==> config.mk <==
export PLATFORM = sky130hd
export DESIGN_NAME = refill_arbiter
export DESIGN_NICKNAME = d
export VERILOG_FILES = /design/src/hdl/cache_pkg.sv /design/src/hdl/refill_arbiter.sv
export SDC_FILE = /design/constraint.sdc
export NUM_CORES = 1
export LEC_CHECK = 0
export ABC_AREA = 1
export BUFFER_PORTS_ARGS = -buffer_cell sky130_fd_sc_hd__buf_2
export CAP_MARGIN = 20
export CORE_AREA = 2 2 68 70
export CTS_CLUSTER_SIZE = 16
export DETAILED_ROUTE_END_ITERATION = 7
export DIE_AREA = 0 0 70 72
export GPL_ROUTABILITY_DRIVEN = 1
export PLACE_DENSITY = 0.7
export SLEW_MARGIN = 20
export SYNTH_ARGS = -nofsm -noshare
export SYNTH_HDL_FRONTEND = slang
export SYNTH_SLANG_ARGS = --single-unit
==> constraint.sdc <==
create_clock -name clk -period 2.1 [get_ports clk]
set_input_delay 0.105 -clock clk [delete_from_list [all_inputs] [get_ports clk]]
set_output_delay 0.105 -clock clk [all_outputs]
set_load 0.01 [all_outputs]
==> src/hdl/cache_pkg.sv <==
package cache_pkg;

    // =========================================================================
    // line geometry
    // =========================================================================

    localparam int LINE_WORDS = 8;      // words held in one cache line.
    localparam int OFFSET_BITS = 5;     // byte offset bits inside a line.

    // =========================================================================
    // vector types
    // =========================================================================

    // byte address as seen by both CPU ports and the line memory.
    typedef logic [31:0] addr_t;

    typedef logic [31:0] word_t;        // one data or instruction word.

    // a full line, word 0 in the low bits.
    typedef logic [LINE_WORDS*32-1:0] line_t;

    typedef logic [3:0] strb_t;         // one enable per byte of a word.

    // =========================================================================
    // cache controller states
    // =========================================================================

    // IDLE serves hits and takes new requests, REFILL waits for a line
    // from memory and WRITE waits for the write-through acknowledge.
    typedef enum logic [1:0] {
        IDLE,
        REFILL,
        WRITE
    } cache_state_t;

endpackage

==> src/hdl/refill_arbiter.sv <==
`timescale 1ns/10ps

module refill_arbiter (
    input  logic             clk,
    input  logic             rst_n,
    input  logic             ic_mem_req,
    input  cache_pkg::addr_t ic_mem_addr,
    input  logic             dc_mem_req,
    input  cache_pkg::addr_t dc_mem_addr,
    input  logic             dc_mem_we,
    input  cache_pkg::strb_t dc_mem_strb,
    input  cache_pkg::word_t dc_mem_wdata,
    input  logic             mem_valid,
    output logic             ic_mem_valid,
    output logic             dc_mem_valid,
    output logic             mem_req,
    output cache_pkg::addr_t mem_addr,
    output logic             mem_we,
    output cache_pkg::strb_t mem_strb,
    output cache_pkg::word_t mem_wdata
);

    logic busy;         // a transaction is in flight.
    logic owner_dc;     // owner of that transaction, 1 for the dcache.
    logic last_dc;      // last grant went to the dcache.

    logic mem_idle;
    logic ic_pending;
    logic dc_pending;
    logic grant_dc;

    // the memory can take a new request in the cycle its response returns.
    assign mem_idle = !busy || mem_valid;

    // the owner still holds its request level while its response is returning.
    assign ic_pending = ic_mem_req && !(busy && !owner_dc);
    assign dc_pending = dc_mem_req && !(busy && owner_dc);

    assign grant_dc = dc_pending && (!ic_pending || !last_dc);

    assign mem_req = mem_idle && (ic_pending || dc_pending);
    assign mem_addr = grant_dc ? dc_mem_addr : ic_mem_addr;
    assign mem_we = grant_dc && dc_mem_we;
    assign mem_strb = dc_mem_strb;
    assign mem_wdata = dc_mem_wdata;

    assign ic_mem_valid = mem_valid && !owner_dc;
    assign dc_mem_valid = mem_valid && owner_dc;

    always_ff @(posedge clk or negedge rst_n) begin
        if (!rst_n) begin
            busy <= 1'b0;
            owner_dc <= 1'b0;
            last_dc <= 1'b1;    // so the icache wins the first tie.
        end else if (mem_req) begin
            busy <= 1'b1;
            owner_dc <= grant_dc;
            last_dc <= grant_dc;
        end else if (mem_valid) begin
            busy <= 1'b0;
        end
    end

endmodule

# [Yosys cells after proc, flatten, opt, wreduce, memory -nomap -nowiden]
# Cells that the tools add are included.
[op_classes] reduce_logical=19 mux=3
[ops] operator="two-way mux 32 bit" n=1
[ops] operator="logical AND 1 bit" n=9
[ops] operator="zero test 1 bit" n=6
[ops] operator="logical OR 1 bit" n=3
[ops] operator="two-way mux 1 bit" n=2
[ops] operator="nonzero test 2 bit" n=1
[totals] regBits=3 in_bits=106 output_inout_bits=72 word_cells=25

# [Depth between registers and ports, before layout]
[depth] word_depth=8 ltp_mapped=7 ltp_nobuf=7

# [Worst setup path before layout]
# OpenSTA, ideal clock, no wires.
[synth_path] path_kind="flip-flop to output port" startpoint="register owner_dc" endpoint="output mem_addr[10]" path_stages_with_launch=7 path_buffers=1 setup_slack_ns=0.974 t_required_ns=1.995 arrival_ns=1.021 cell_sequence="dfrtp_1 nand2_1 nand2_1 inv_2 buf_2 nand3_1 nand2_1"
[synth_between] elab_chain_cells=8 elab_cells_between_ends=11 classes_between="mux: 1; reduce/logical: 10"
[synth_rtl] element="start: declaration" line_no="refill_arbiter.sv:24" text="logic owner_dc;"
[synth_rtl] element="start signal: assignment" line_no="refill_arbiter.sv:57" text="owner_dc <= grant_dc;"
[synth_rtl] element="zero test 1 bit" line_no="refill_arbiter.sv:36" text="assign ic_pending = ic_mem_req && !(busy && !owner_dc);"
[synth_rtl] element="logical AND 1 bit" line_no="refill_arbiter.sv:36"
[synth_rtl] element="zero test 1 bit" line_no="refill_arbiter.sv:36"
[synth_rtl] element="logical AND 1 bit" line_no="refill_arbiter.sv:36"
[synth_rtl] element="zero test 1 bit" line_no="refill_arbiter.sv:39" text="assign grant_dc = dc_pending && (!ic_pending || !last_dc);"
[synth_rtl] element="logical OR 1 bit" line_no="refill_arbiter.sv:39"
[synth_rtl] element="logical AND 1 bit (*)" line_no="refill_arbiter.sv:39"
[synth_rtl] element="two-way mux 32 bit (*)" line_no="refill_arbiter.sv:42" text="assign mem_addr = grant_dc ? dc_mem_addr : ic_mem_addr;"
[synth_rtl] element="end: declaration" line_no="refill_arbiter.sv:17" text="output cache_pkg::addr_t mem_addr,"
# Mark *: on every way between the ends. The rest lies on a longest branch, timed or not.

# [Final worst setup path]
[layout_path] startpoint="register owner_dc" endpoint="output mem_addr[4]"
# Same word-level chain as after synthesis.

==> impl_metrics.toml <==
[hold_path]
hold_path_class = "primary input to asynchronous set/reset pin"

[critical_path]
criticalPathCategory = "flip-flop to primary output"
worst_ep_arrival_time_ns = 1.60
worstPathRequired_ns = 2.00
ff2ff_setup_slack_ns = 0.73
cp_max_fo = 21
startpoint = "owner_dc"
crit-reg2reg-capture = "owner_dc"
timing.rr.start = "owner_dc"
r2r.worst_path.cells = 6
endpoint = "mem_addr[4]"
crit_path_capture_type = "primary output"
critPathLaunchType = "flip-flop"

[placement]
half_perimeter_wire_length_after_detailed_placement_um = 2200
preCtsSetupSlack_ns = 0.593
routabilityCongestion = 0.707
numPortBuffers = 105
place_inst = 282

[yosys]
syn-cell-area_sq_um = 926
ys_seq_area_share_pct = 8.24
post_synthesis_register_bit_count = 3
yosys.cell_types.count = 13
synthesis.instances = 168
syn_area_per_cell_sq_um = 5.51
syn-num-nets = 274
yosys_warning_total = 0

[clock_tree]
cts_max_level = 1
cts-buffers-inserted = 3
source_to_sink_clock_delay_at_the_later_pin_of_the_worst_skew_pair_ns = 0.21
cts-resized-gates = 0
cts_tree = "built"
cts_num_sinks = 3
clock-root-buffer = "sky130_fd_sc_hd__clkbuf_8"
clkSlewWorstSetupHoldPaths_ns = 0.03
cts_buffer_depth = 2

[power]
power_frac_clock_pct = 14.7
comb_power_share_pct = 74.4
report.power.total_w = 0.00113
pwr_density_cell_nw_per_um2 = 900
internal_pwr_total_w = 0.000552
p_sw_w = 0.000575
vdd_drop_max_v = 0.000456
swShare_pct = 51.1
p_seq_share_pct = 10.9
leakage_nw = 0.855

[die]
design.portCount = 178
dieWidth_um = 70
die_height_um = 72
floorplan.initialDensity_pct = 21.7
core_area_sq_um = 4260
num_rows = 24
design.die.area_sq_um = 5040

[drt]
met2RoutedLength_um = 1360
detail_route.wirelength_um = 2760
drt_iter0_drc = 28
via_per_inst = 4.19
dr_total_vias = 1202
antenna_left = 0
route.detailed.wl_per_inst_um = 9.62
detail_route.first_pass.iterations = 4
met3_length_um = 271
drcViolationCount = 0
top_signal_layer_used = "met4"
wl_met1_um = 1080

[cells_and_area]
layoutNonFillerInstCount = 287
fraction_of_final_layout_cells_sized_beyond_drive_strength_1_pct = 49.4
finish.net_count = 342
areaGrowthSynthToFinish_pct = 35.3
fin_util_pct = 29.4
diodes = 0
num-fill-cells = 491

[sta]
fmax_ghz = 0.585
maxSlewViolCount = 0
fin_crit_sh_pct = 81.4
grt_setup_unrepaired = "no"
report.final.hold_viol_count = 0
finalWorstSetupSlack_ns = 0.391
timing.slew.headroom_pct = 77.1
fin_tns_setup_ns = 0
timing.final.crit_period_ns = 1.71
worst_pin_slew_ns = 0.344
clock-skew-final_ns = 0.000913
final-setup-viol-count = 0

[global_route]
overflow = 0
grt_first_pass_wirelength_um = 4250
track_usage_pct = 9.96
grt_antenna_before_repair = 0
pin_count_of_the_biggest_net_entering_global_routing = 34
first_global_vias = 1038

[status]
status = "finished, final reports clean"

[flow_run]
drv_cap = 0
## state kept, by name, summed over array words and instances (netlist names)
name      cells
owner_dc      1
last_dc       1
busy          1
## power by group through the flow
stage	sequential, W	clock (W)	combinational, W
detailed placement	0.000124	0	0.000853
CTS	0.000123	0.000172	0.000856
global placement	0.000122	0	0.000842
finish	0.000123	0.000166	0.000838
global route	0.000127	0.000178	0.000949
floorplan	0.000119	0	0.000638
## worst min path at each step
stage / startpoint / to / slack [ns]
finish: rst_n / busy / 0.21
global route: dc_mem_wdata[1] / mem_wdata[1] / 0.21
CTS: rst_n / busy / 0.21
detailed placement: rst_n / busy / -0.1
global placement: rst_n / busy / -0.1
floorplan: rst_n / busy / -0.19
## cells in the mapped netlist
library cell,number,area share [%]
sky130_fd_sc_hd__nand2_2,1,0.68
sky130_fd_sc_hd__buf_2,6,3.2
sky130_fd_sc_hd__inv_2,2,0.81
sky130_fd_sc_hd__buf_4,36,29
sky130_fd_sc_hd__nand2_4,1,1.2
sky130_fd_sc_hd__nor2_1,2,0.81
sky130_fd_sc_hd__nand3_1,33,18
sky130_fd_sc_hd__dfrtp_1,2,5.4
sky130_fd_sc_hd__dfstp_2,1,2.8
sky130_fd_sc_hd__buf_6,3,3.6
sky130_fd_sc_hd__inv_1,4,1.6
sky130_fd_sc_hd__nand2_1,76,31
sky130_fd_sc_hd__nand3_4,1,1.9
## logic make-up (layout without fill, tap and decap cells)
logic type	Yosys count	after routing	share of synthesized area, %
buffers and inverters	51	118	38.5
flip-flops	3	3	8.24
AND/OR/NAND/NOR	114	114	53.2
## through the flow
step	instance area, sq um	hold slack, ns
after floorplan	926	-0.191
after global placement	1200	-0.0967
after detailed placement	1200	-0.0977
after CTS	1250	0.207
after global routing	1250	0.210
final	1250	0.210
## metal layers
layer  up-vias  global-route usage [%]
met5         -                       0
met1       505                    10.9
met4         0                    3.63
li1        621                       -
met2        66                    18.9
met3        10                    2.08
## worst max-delay path, stage by stage, from the launching register on
cell and delay, ns:
sky130_fd_sc_hd__dfrtp_1 0.41, sky130_fd_sc_hd__nand2_1 0.08, sky130_fd_sc_hd__nand2_1 0.07, sky130_fd_sc_hd__inv_2 0.21
sky130_fd_sc_hd__buf_4 0.30, sky130_fd_sc_hd__nand3_1 0.11, sky130_fd_sc_hd__nand2_1 0.07, sky130_fd_sc_hd__buf_2 0.12
## cell usage in the layout, fill, tap and decap left out
master / n
sky130_fd_sc_hd__nand2_4: 1
sky130_fd_sc_hd__dlygate4sd3_1: 1
sky130_fd_sc_hd__clkbuf_8: 3
sky130_fd_sc_hd__nor2_1: 2
sky130_fd_sc_hd__buf_4: 2
sky130_fd_sc_hd__inv_1: 4
sky130_fd_sc_hd__buf_2: 105
sky130_fd_sc_hd__nand2_1: 76
sky130_fd_sc_hd__nand3_4: 1
sky130_fd_sc_hd__nand2_2: 1
sky130_fd_sc_hd__clkbuf_1: 1
sky130_fd_sc_hd__dfrtp_1: 2
sky130_fd_sc_hd__nand3_1: 33
sky130_fd_sc_hd__inv_2: 2
sky130_fd_sc_hd__dfstp_2: 1
## what timing repair did
item / CTS / global route
hold endpoints to repair: 3 / 0
setup buffers: 0 / 0
hold buffers: 1 / 0
## area by class of cell
| cell class | count | area [sq um] | area share, % |
|---|---|---|---|
| flip-flops and latches | 3 | 76.3 | 6.09 |
| multi-input cells | 114 | 493 | 39.4 |
| clock buffers | 4 | 45.0 | 3.60 |
| inverters | 6 | 22.5 | 1.80 |
| repair buffers | 108 | 551 | 44.0 |
| well taps | 52 | 65.1 | 5.19 |
Power figures use the tool's default switching activity.
