$ cat src/hdl/cache_pkg.sv
package cache_pkg;

    // =========================================================================
    // line geometry
    // =========================================================================

    localparam int LINE_WORDS = 8;      // words held in one cache line.
    localparam int OFFSET_BITS = 5;     // byte offset bits inside a line.

    // =========================================================================
    // vector types
    // =========================================================================

    // byte address as seen by both CPU ports and the line memory.
    typedef logic [31:0] addr_t;

    typedef logic [31:0] word_t;        // one data or instruction word.

    // a full line, word 0 in the low bits.
    typedef logic [LINE_WORDS*32-1:0] line_t;

    typedef logic [3:0] strb_t;         // one enable per byte of a word.

    // =========================================================================
    // cache controller states
    // =========================================================================

    // IDLE serves hits and takes new requests, REFILL waits for a line
    // from memory and WRITE waits for the write-through acknowledge.
    typedef enum logic [1:0] {
        IDLE,
        REFILL,
        WRITE
    } cache_state_t;

endpackage

$ cat src/hdl/icache.sv
`timescale 1ns/10ps

module icache #(
    parameter int ICACHE_INDEX_BITS = 4
) (
    input  logic             clk,
    input  logic             rst_n,
    input  logic             fetch_en,
    input  cache_pkg::addr_t fetch_addr,
    input  logic             ic_mem_valid,
    input  cache_pkg::line_t mem_rdata,
    output logic             fetch_valid,
    output cache_pkg::word_t fetch_data,
    output logic             ic_mem_req,
    output cache_pkg::addr_t ic_mem_addr
);

    localparam int SETS = 2 ** ICACHE_INDEX_BITS;
    localparam int ADDR_BITS = $bits(cache_pkg::addr_t);
    localparam int SEL_BITS = $clog2(cache_pkg::LINE_WORDS);
    localparam int TAG_BITS = ADDR_BITS - cache_pkg::OFFSET_BITS - ICACHE_INDEX_BITS;

    typedef logic [TAG_BITS-1:0] tag_t;
    typedef logic [ICACHE_INDEX_BITS-1:0] index_t;
    typedef logic [SEL_BITS-1:0] sel_t;

    cache_pkg::cache_state_t state;
    logic [SETS-1:0]         valid_q;
    tag_t                    tags [SETS];
    cache_pkg::line_t        lines [SETS];
    cache_pkg::addr_t        req_addr;

    index_t           fetch_index;
    tag_t             fetch_tag;
    sel_t             fetch_sel;
    logic             hit;
    cache_pkg::word_t hit_word;
    index_t           req_index;
    tag_t             req_tag;
    sel_t             req_sel;

    // =========================================================================
    // address split and lookup
    // =========================================================================

    assign fetch_index = fetch_addr[cache_pkg::OFFSET_BITS +: ICACHE_INDEX_BITS];
    assign fetch_tag = fetch_addr[ADDR_BITS-1 -: TAG_BITS];
    assign fetch_sel = fetch_addr[2 +: SEL_BITS];

    assign req_index = req_addr[cache_pkg::OFFSET_BITS +: ICACHE_INDEX_BITS];
    assign req_tag = req_addr[ADDR_BITS-1 -: TAG_BITS];
    assign req_sel = req_addr[2 +: SEL_BITS];

    assign hit = valid_q[fetch_index] && (tags[fetch_index] == fetch_tag);
    assign hit_word = lines[fetch_index][32*fetch_sel +: 32];

    assign ic_mem_req = (state == cache_pkg::REFILL);   // held until the line returns.
    assign ic_mem_addr = {req_addr[ADDR_BITS-1:cache_pkg::OFFSET_BITS],
                          {cache_pkg::OFFSET_BITS{1'b0}}};

    // =========================================================================
    // control
    // =========================================================================

    always_ff @(posedge clk or negedge rst_n) begin
        if (!rst_n) begin
            state <= cache_pkg::IDLE;
            valid_q <= '0;
            fetch_valid <= 1'b0;
        end else begin
            fetch_valid <= 1'b0;
            case (state)
                cache_pkg::IDLE: begin
                    if (fetch_en) begin
                        if (hit) begin
                            fetch_valid <= 1'b1;
                        end else begin
                            state <= cache_pkg::REFILL;
                        end
                    end
                end
                cache_pkg::REFILL: begin
                    if (ic_mem_valid) begin
                        valid_q[req_index] <= 1'b1;
                        fetch_valid <= 1'b1;            // answer straight from the new line.
                        state <= cache_pkg::IDLE;
                    end
                end
                default: begin
                    state <= cache_pkg::IDLE;
                end
            endcase
        end
    end

    // tag, line and word storage.
    always_ff @(posedge clk) begin
        if (state == cache_pkg::IDLE && fetch_en) begin
            req_addr <= fetch_addr;
            fetch_data <= hit_word;                     // only seen when it was a hit.
        end
        if (state == cache_pkg::REFILL && ic_mem_valid) begin
            tags[req_index] <= req_tag;
            lines[req_index] <= mem_rdata;
            fetch_data <= mem_rdata[32*req_sel +: 32];
        end
    end

endmodule

$ cat config.mk
export PLATFORM = sky130hd
export DESIGN_NAME = icache
export DESIGN_NICKNAME = d
export VERILOG_FILES = /design/src/hdl/cache_pkg.sv /design/src/hdl/icache.sv
export SDC_FILE = /design/constraint.sdc
export NUM_CORES = 2
export LEC_CHECK = 0
export BUFFER_PORTS_ARGS = -buffer_cell sky130_fd_sc_hd__buf_2
export CAP_MARGIN = 25
export CORE_MARGIN = 2
export CORE_UTILIZATION = 36
export CTS_BUF_LIST = sky130_fd_sc_hd__clkbuf_2
export DETAILED_ROUTE_END_ITERATION = 10
export HOLD_SLACK_MARGIN = 0.15
export SLEW_MARGIN = 20
export SYNTH_ARGS = -nofsm -noshare
export SYNTH_HDL_FRONTEND = slang
export SYNTH_MEMORY_MAX_BITS = 65536
export SYNTH_SLANG_ARGS = --single-unit
$ cat constraint.sdc
create_clock -name clk -period 22.1 [get_ports clk]
set_input_delay 4.42 -clock clk [delete_from_list [all_inputs] [get_ports clk]]
set_output_delay 4.42 -clock clk [all_outputs]
set_load 0.1 [all_outputs]
# Yosys cells after proc, flatten, opt, wreduce, memory -nomap -nowiden
# Memory sizes are Yosys's and may differ from the RTL's.
# Index checks and enable logic that the tools add are counted.
word_totals:
  register_bits: 83
  ram_bits: 4464
  input_bits: 292
  out_inout_bits: 66
  n_memories: 2
op_classes:
  n_lt_le_gt_ge: 3
  eq_ne: 5
  shifts: 2
  mux: 16
  bitwise_logic: 1
  n_reduce_logical: 8
memory_table:
  columns: ["memory", "depth", "width", "rd", "rd_ports_with_merged_regs", "wr", "line", "text"]
  rows:
  - ["lines", 16, 256, 1, 0, 1, "icache.sv:30", "cache_pkg::line_t lines [SETS];"]
  - ["tags", 16, 23, 1, 0, 1, "icache.sv:29", "tag_t tags [SETS];"]
ops:
  columns: ["cell", "n"]
  rows:
  - ["indexed part select 256 x 9 -> 32 bit", 2]
  - ["2-to-1 mux 32 bit", 2]
  - ["== test 23 bit", 1]
  - ["OR 16 bit", 1]
  - ["less-than comparator 4 x 5 -> 1 bit (second input constant)", 2]
  - ["2-to-1 mux 1 bit", 7]
  - ["2-to-1 mux 2 bit", 3]
  - ["!= test 2 bit (second input constant)", 3]
  - ["binary-select mux 1 bit (select 4 bit)", 1]
  - ["demux 1 bit (select 4 bit)", 1]
  - [">= comparator 4 x 1 -> 1 bit (second input constant)", 1]
  - ["logical AND 1 bit", 4]
  - ["one-hot mux 2 bit (2 select lines)", 1]
  - ["AND reduction 3 bit", 1]
  - ["== test 2 x 1 -> 1 bit (second input constant)", 1]
  - ["logical NOT 2 bit", 1]
  - ["one-hot mux 1 bit (2 select lines)", 1]
  - ["AND reduction 2 bit", 1]
  - ["nonzero test 2 bit", 1]

# Depth between registers and ports, before layout
logic_depth:
  ltp_word: 6
  ltp_mapped: 12

# Worst setup path after synthesis
# No wires, ideal clock.
synth_timing:
  kind: "input port to flip-flop"
  start: "in ic_mem_valid"
  end: "reg valid_q[0]"
  setup_ps: 178
  arrival_time_ps: 25461
  path_slack_ps: -3539
  path_stages: 5
  cell_sequence: "nand2_1 > clkbuf_1 > or3_1 > nor3_1 > or2_2"
synth_via:
  elab_chain_cells: 1
synth_lines:
  columns: ["item", "line", "text"]
  rows:
  - ["start: declaration", "icache.sv:10", "input logic ic_mem_valid,"]
  - ["AND reduction 2 bit (no source line)", null, null]
  - ["end signal: assignment", "icache.sv:68", "valid_q <= '0;"]
  - ["end signal: indexed assignment", "icache.sv:84", "valid_q[req_index] <= 1'b1;"]
  - ["end: declaration", "icache.sv:28", "logic [SETS-1:0] valid_q;"]
# No other way between the ends.
# A chain may end at the register's enable or synchronous reset.

# Final worst setup path
layout_timing:
  start: "in fetch_addr[5]"
  end: "reg fetch_data[16], data pin"
layout_via:
  elab_chain_cells: 4
layout_lines:
  columns: ["item", "line", "text"]
  rows:
  - ["start: declaration", "icache.sv:9", "input cache_pkg::addr_t fetch_addr,"]
  - ["memory read (16 x 256 bit)", null, null]
  - ["indexed part select 256 x 9 -> 32 bit", "icache.sv:55", "assign hit_word = lines[fetch_index][32*fetch_sel +: 32];"]
  - ["2-to-1 mux 32 bit", "icache.sv:98", "if (state == cache_pkg::IDLE && fetch_en) begin"]
  - ["2-to-1 mux 32 bit", "icache.sv:102", "if (state == cache_pkg::REFILL && ic_mem_valid) begin"]
  - ["end signal: assignment", "icache.sv:100", "fetch_data <= hit_word;"]
  - ["end signal: assignment", "icache.sv:105", "fetch_data <= mem_rdata[32*req_sel +: 32];"]
  - ["end: declaration", "icache.sv:13", "output cache_pkg::word_t fetch_data,"]
# No other way between the ends. The select of a mux whose other input is x is not followed.

==> impl_metrics.env <==
export IMPL_outcome="finished clean"
export IMPL_rr_endpoint="lines[4][208]$_DFFE_PP_"
export IMPL_wl_per_cell_um=28.7
export IMPL_num_nets_final=8391
export IMPL_synth_commonest_cells="edfxtp_1 (4526), mux4_2 (1494), clkbuf_1 (162), buf_2 (132), mux2i_1 (67)"
export IMPL_worst_setup_path_end_kind="flip-flop"
export IMPL_ys_seq_area_share_pct=78.2
export IMPL_cts_resized=0
export IMPL_max_freq_ghz=0.121
export IMPL_track_usage_pct=18.0
export IMPL_pwr_density_cell_nw_per_um2=83.4
export IMPL_worst_pin_slew_ns=1.13
export IMPL_fillerInstances=42545
export IMPL_holdWs_ns=0.474
export IMPL_min_path_type="flip-flop to flip-flop"
export IMPL_clock_sinks=4544
export IMPL_synth_area_top_cells="edfxtp_1 (78%), mux4_2 (19%), mux2i_1 (0.38%)"
export IMPL_drt_wl_total_mm=440
export IMPL_place_gp_congestion=0.789
export IMPL_final_setup_tns_ns=0
export IMPL_min_to="valid_q[2]$_DFFE_PN0P_"
export IMPL_ir_drop_uv=57.0
export IMPL_fp_dieW_um=700
export IMPL_cts_tree="yes"
export IMPL_r2r_start="state[0]$_DFFE_PN0P_"
export IMPL_multi_input_area_um2=36200
export IMPL_fin_ws_ns=13.85
export IMPL_cp_max_fo=105
export IMPL_first_global_vias=87082
export IMPL_firstDrtPassIters=5
export IMPL_p_total_mw=16.2
export IMPL_drc=0
export IMPL_vias=82489
export IMPL_yosysMostFrequentCell="edfxtp_1"
export IMPL_p_leak_nw=61.5
export IMPL_coreArea_um2=482000
export IMPL_yosys_warnings=0
export IMPL_die_area_um2=490000
export IMPL_pin_count=358
export IMPL_rows=255
export IMPL_min_from="valid_q[2]$_DFFE_PN0P_"
export IMPL_yosysTopAreaCellShare_pct=77.9
export IMPL_ys_ff_latch=4544
export IMPL_holdPathStages=1
export IMPL_setup_viol=0
export IMPL_clk_pin_slew_worst_paths_ns=0.10
export IMPL_grt_pass1_wl_mm=626
export IMPL_regToRegSetupSlack_ns=15.99
export IMPL_crit_type="primary input to flip-flop"
export IMPL_grt_ovfl_total=0
export IMPL_syn_area_per_cell_um2=25.7
export IMPL_drive_gt1_share_pct=42.7
export IMPL_portBuffers=350
export IMPL_fin_skew_ns=0.331
export IMPL_vias_per_cell=5.39
export IMPL_synth_edf_count=4526
export IMPL_yosys_cell_types_count=58
export IMPL_die_y_um=700
export IMPL_hold_buffers=0
export IMPL_dpl_hpwl_mm=233
export IMPL_synth_ff_type="edfxtp_1"
export IMPL_layout_worst_path_cycle_share_pct=37.3
export IMPL_report_final_slew_viol_count=0
export IMPL_seqCellArea_um2=136000
export IMPL_crit_arrival_ns=10.13
export IMPL_drtIter0Drc=7782
export IMPL_rr_worst_depth=9
export IMPL_postCtsSetupBuffers=0
export IMPL_grt_max_degree=138
export IMPL_drv_cap=0
export IMPL_initial_core_util_pct=36.1
export IMPL_antenna_found_initial=200
export IMPL_antenna_left=0
export IMPL_htree_levels=7
export IMPL_period_minus_slack_ns=8.25
export IMPL_post_place_ws_ns=11.40
export IMPL_synth_cell_area_um2=174000
export IMPL_clock_root_buffer="clkbuf_2"
export IMPL_cp_required_ns=23.98
export IMPL_fin_util_pct=40.2
export IMPL_yosysTopAreaCell="edfxtp_1"
export IMPL_hold_viol_final=0
export IMPL_synthArstFlopShare_pct=0.396
export IMPL_syn_to_final_growth_pct=11.2
export IMPL_clk_latency_ns=2.37
export IMPL_syn_instance_count=6778
export IMPL_rsz0062_at_grt="no"
export IMPL_cts_buffers=1210
export IMPL_timing_slew_headroom_pct=24.9
export IMPL_worstSetupStartpointType="primary input"
export IMPL_cts_max_path_buffers=5
[metrics by stage]
| stage | instances | instance area (µm²) |
|---|---|---|
| floorplan | 6782 | 174000 |
| finish | 15294 | 194000 |
| global placement | 13310 | 184000 |
| CTS | 15234 | 194000 |
| global route | 15270 | 194000 |
| detailed placement | 13310 | 184000 |
[critical path, cell delays in order]
cell	delay, ns
buf_12	0.54
buf_4	0.76
buf_4	0.63
buf_4	0.77
buf_12	0.74
mux4_2	0.62
mux4_2	0.50
mux4_2	0.60
a22oi_1	0.17
o21ai_1	0.09
[report_power, final]
part	total, mW	internal [mW]	switching (mW)
logic	1.06	0.398	0.659
clock network	5.47	2.20	3.27
registers	9.65	9.59	0.0567
total	16.2	12.2	3.98
[cells by family after synthesis]
family | synth area share [%]
buffers and inverters | 1.11
and+or+nand+nor | 0.353
DFF | 78.2
muxes | 19.7
AOI/OAI and AO/OA | 0.529
other | 0.00215
xor gates and xnor gates | 0.0753
[per-layer routing]
| layer | part of all wire (%) | global-route usage (%) | vias up |
|---|---|---|---|
| met5 | 0.095 | 0 | - |
| met4 | 2.5 | 6.54 | 64 |
| met3 | 7.9 | 5.01 | 912 |
| met2 | 50 | 29.4 | 3625 |
| met1 | 39 | 22.9 | 44661 |
| li1 | - | - | 33227 |
[layout by cell type (no fill, tap or decap), types with 18 or more instances in the layout]
cell type / instances
diode_2: 58
o21ai_1: 32
buf_2: 344
clkinv_1: 203
edfxtp_1: 4526
clkbuf_2: 1667
buf_12: 34
a22oi_1: 42
mux4_2: 1494
mux2i_1: 67
dfrtp_1: 18
buf_4: 114
[layout make-up]
| class | instances | share of cell area [%] |
|---|---|---|
| tap | 6425 | 4.14 |
| timing repair buffer | 498 | 1.73 |
| multi-input combinational | 1837 | 18.7 |
| inverter | 8 | 0.0155 |
| clock buffer | 1667 | 4.30 |
| clock inverter | 257 | 0.748 |
| antenna | 58 | 0.0748 |
| sequential | 4544 | 70.3 |
[state kept, by name, summed over array words and instances (netlist names)]
signal / count
fetch_valid: 1
fetch_data: 32
tags: 368
valid_q: 16
req_addr: 30
state: 1
lines: 4096
[worst max path at each step]
| stage | startpoint | endpoint | slack [ns] | depth (start not counted) |
|---|---|---|---|---|
| CTS | req_addr[15]$_DFFE_PP_ | ic_mem_addr[15] | 13.67 | 1 |
| floorplan | ic_mem_valid | valid_q[8]$_DFFE_PN0P_ | 4.20 | 5 |
| detailed placement | fetch_addr[5] | fetch_data[11]$_DFFE_PP_ | 11.40 | 10 |
| finish | fetch_addr[5] | fetch_data[16]$_DFFE_PP_ | 13.85 | 10 |
| global placement | fetch_addr[5] | fetch_data[17]$_DFFE_PP_ | 11.42 | 10 |
| global route | fetch_addr[5] | fetch_data[19]$_DFFE_PP_ | 13.60 | 10 |
Power figures use the tool's default switching activity.
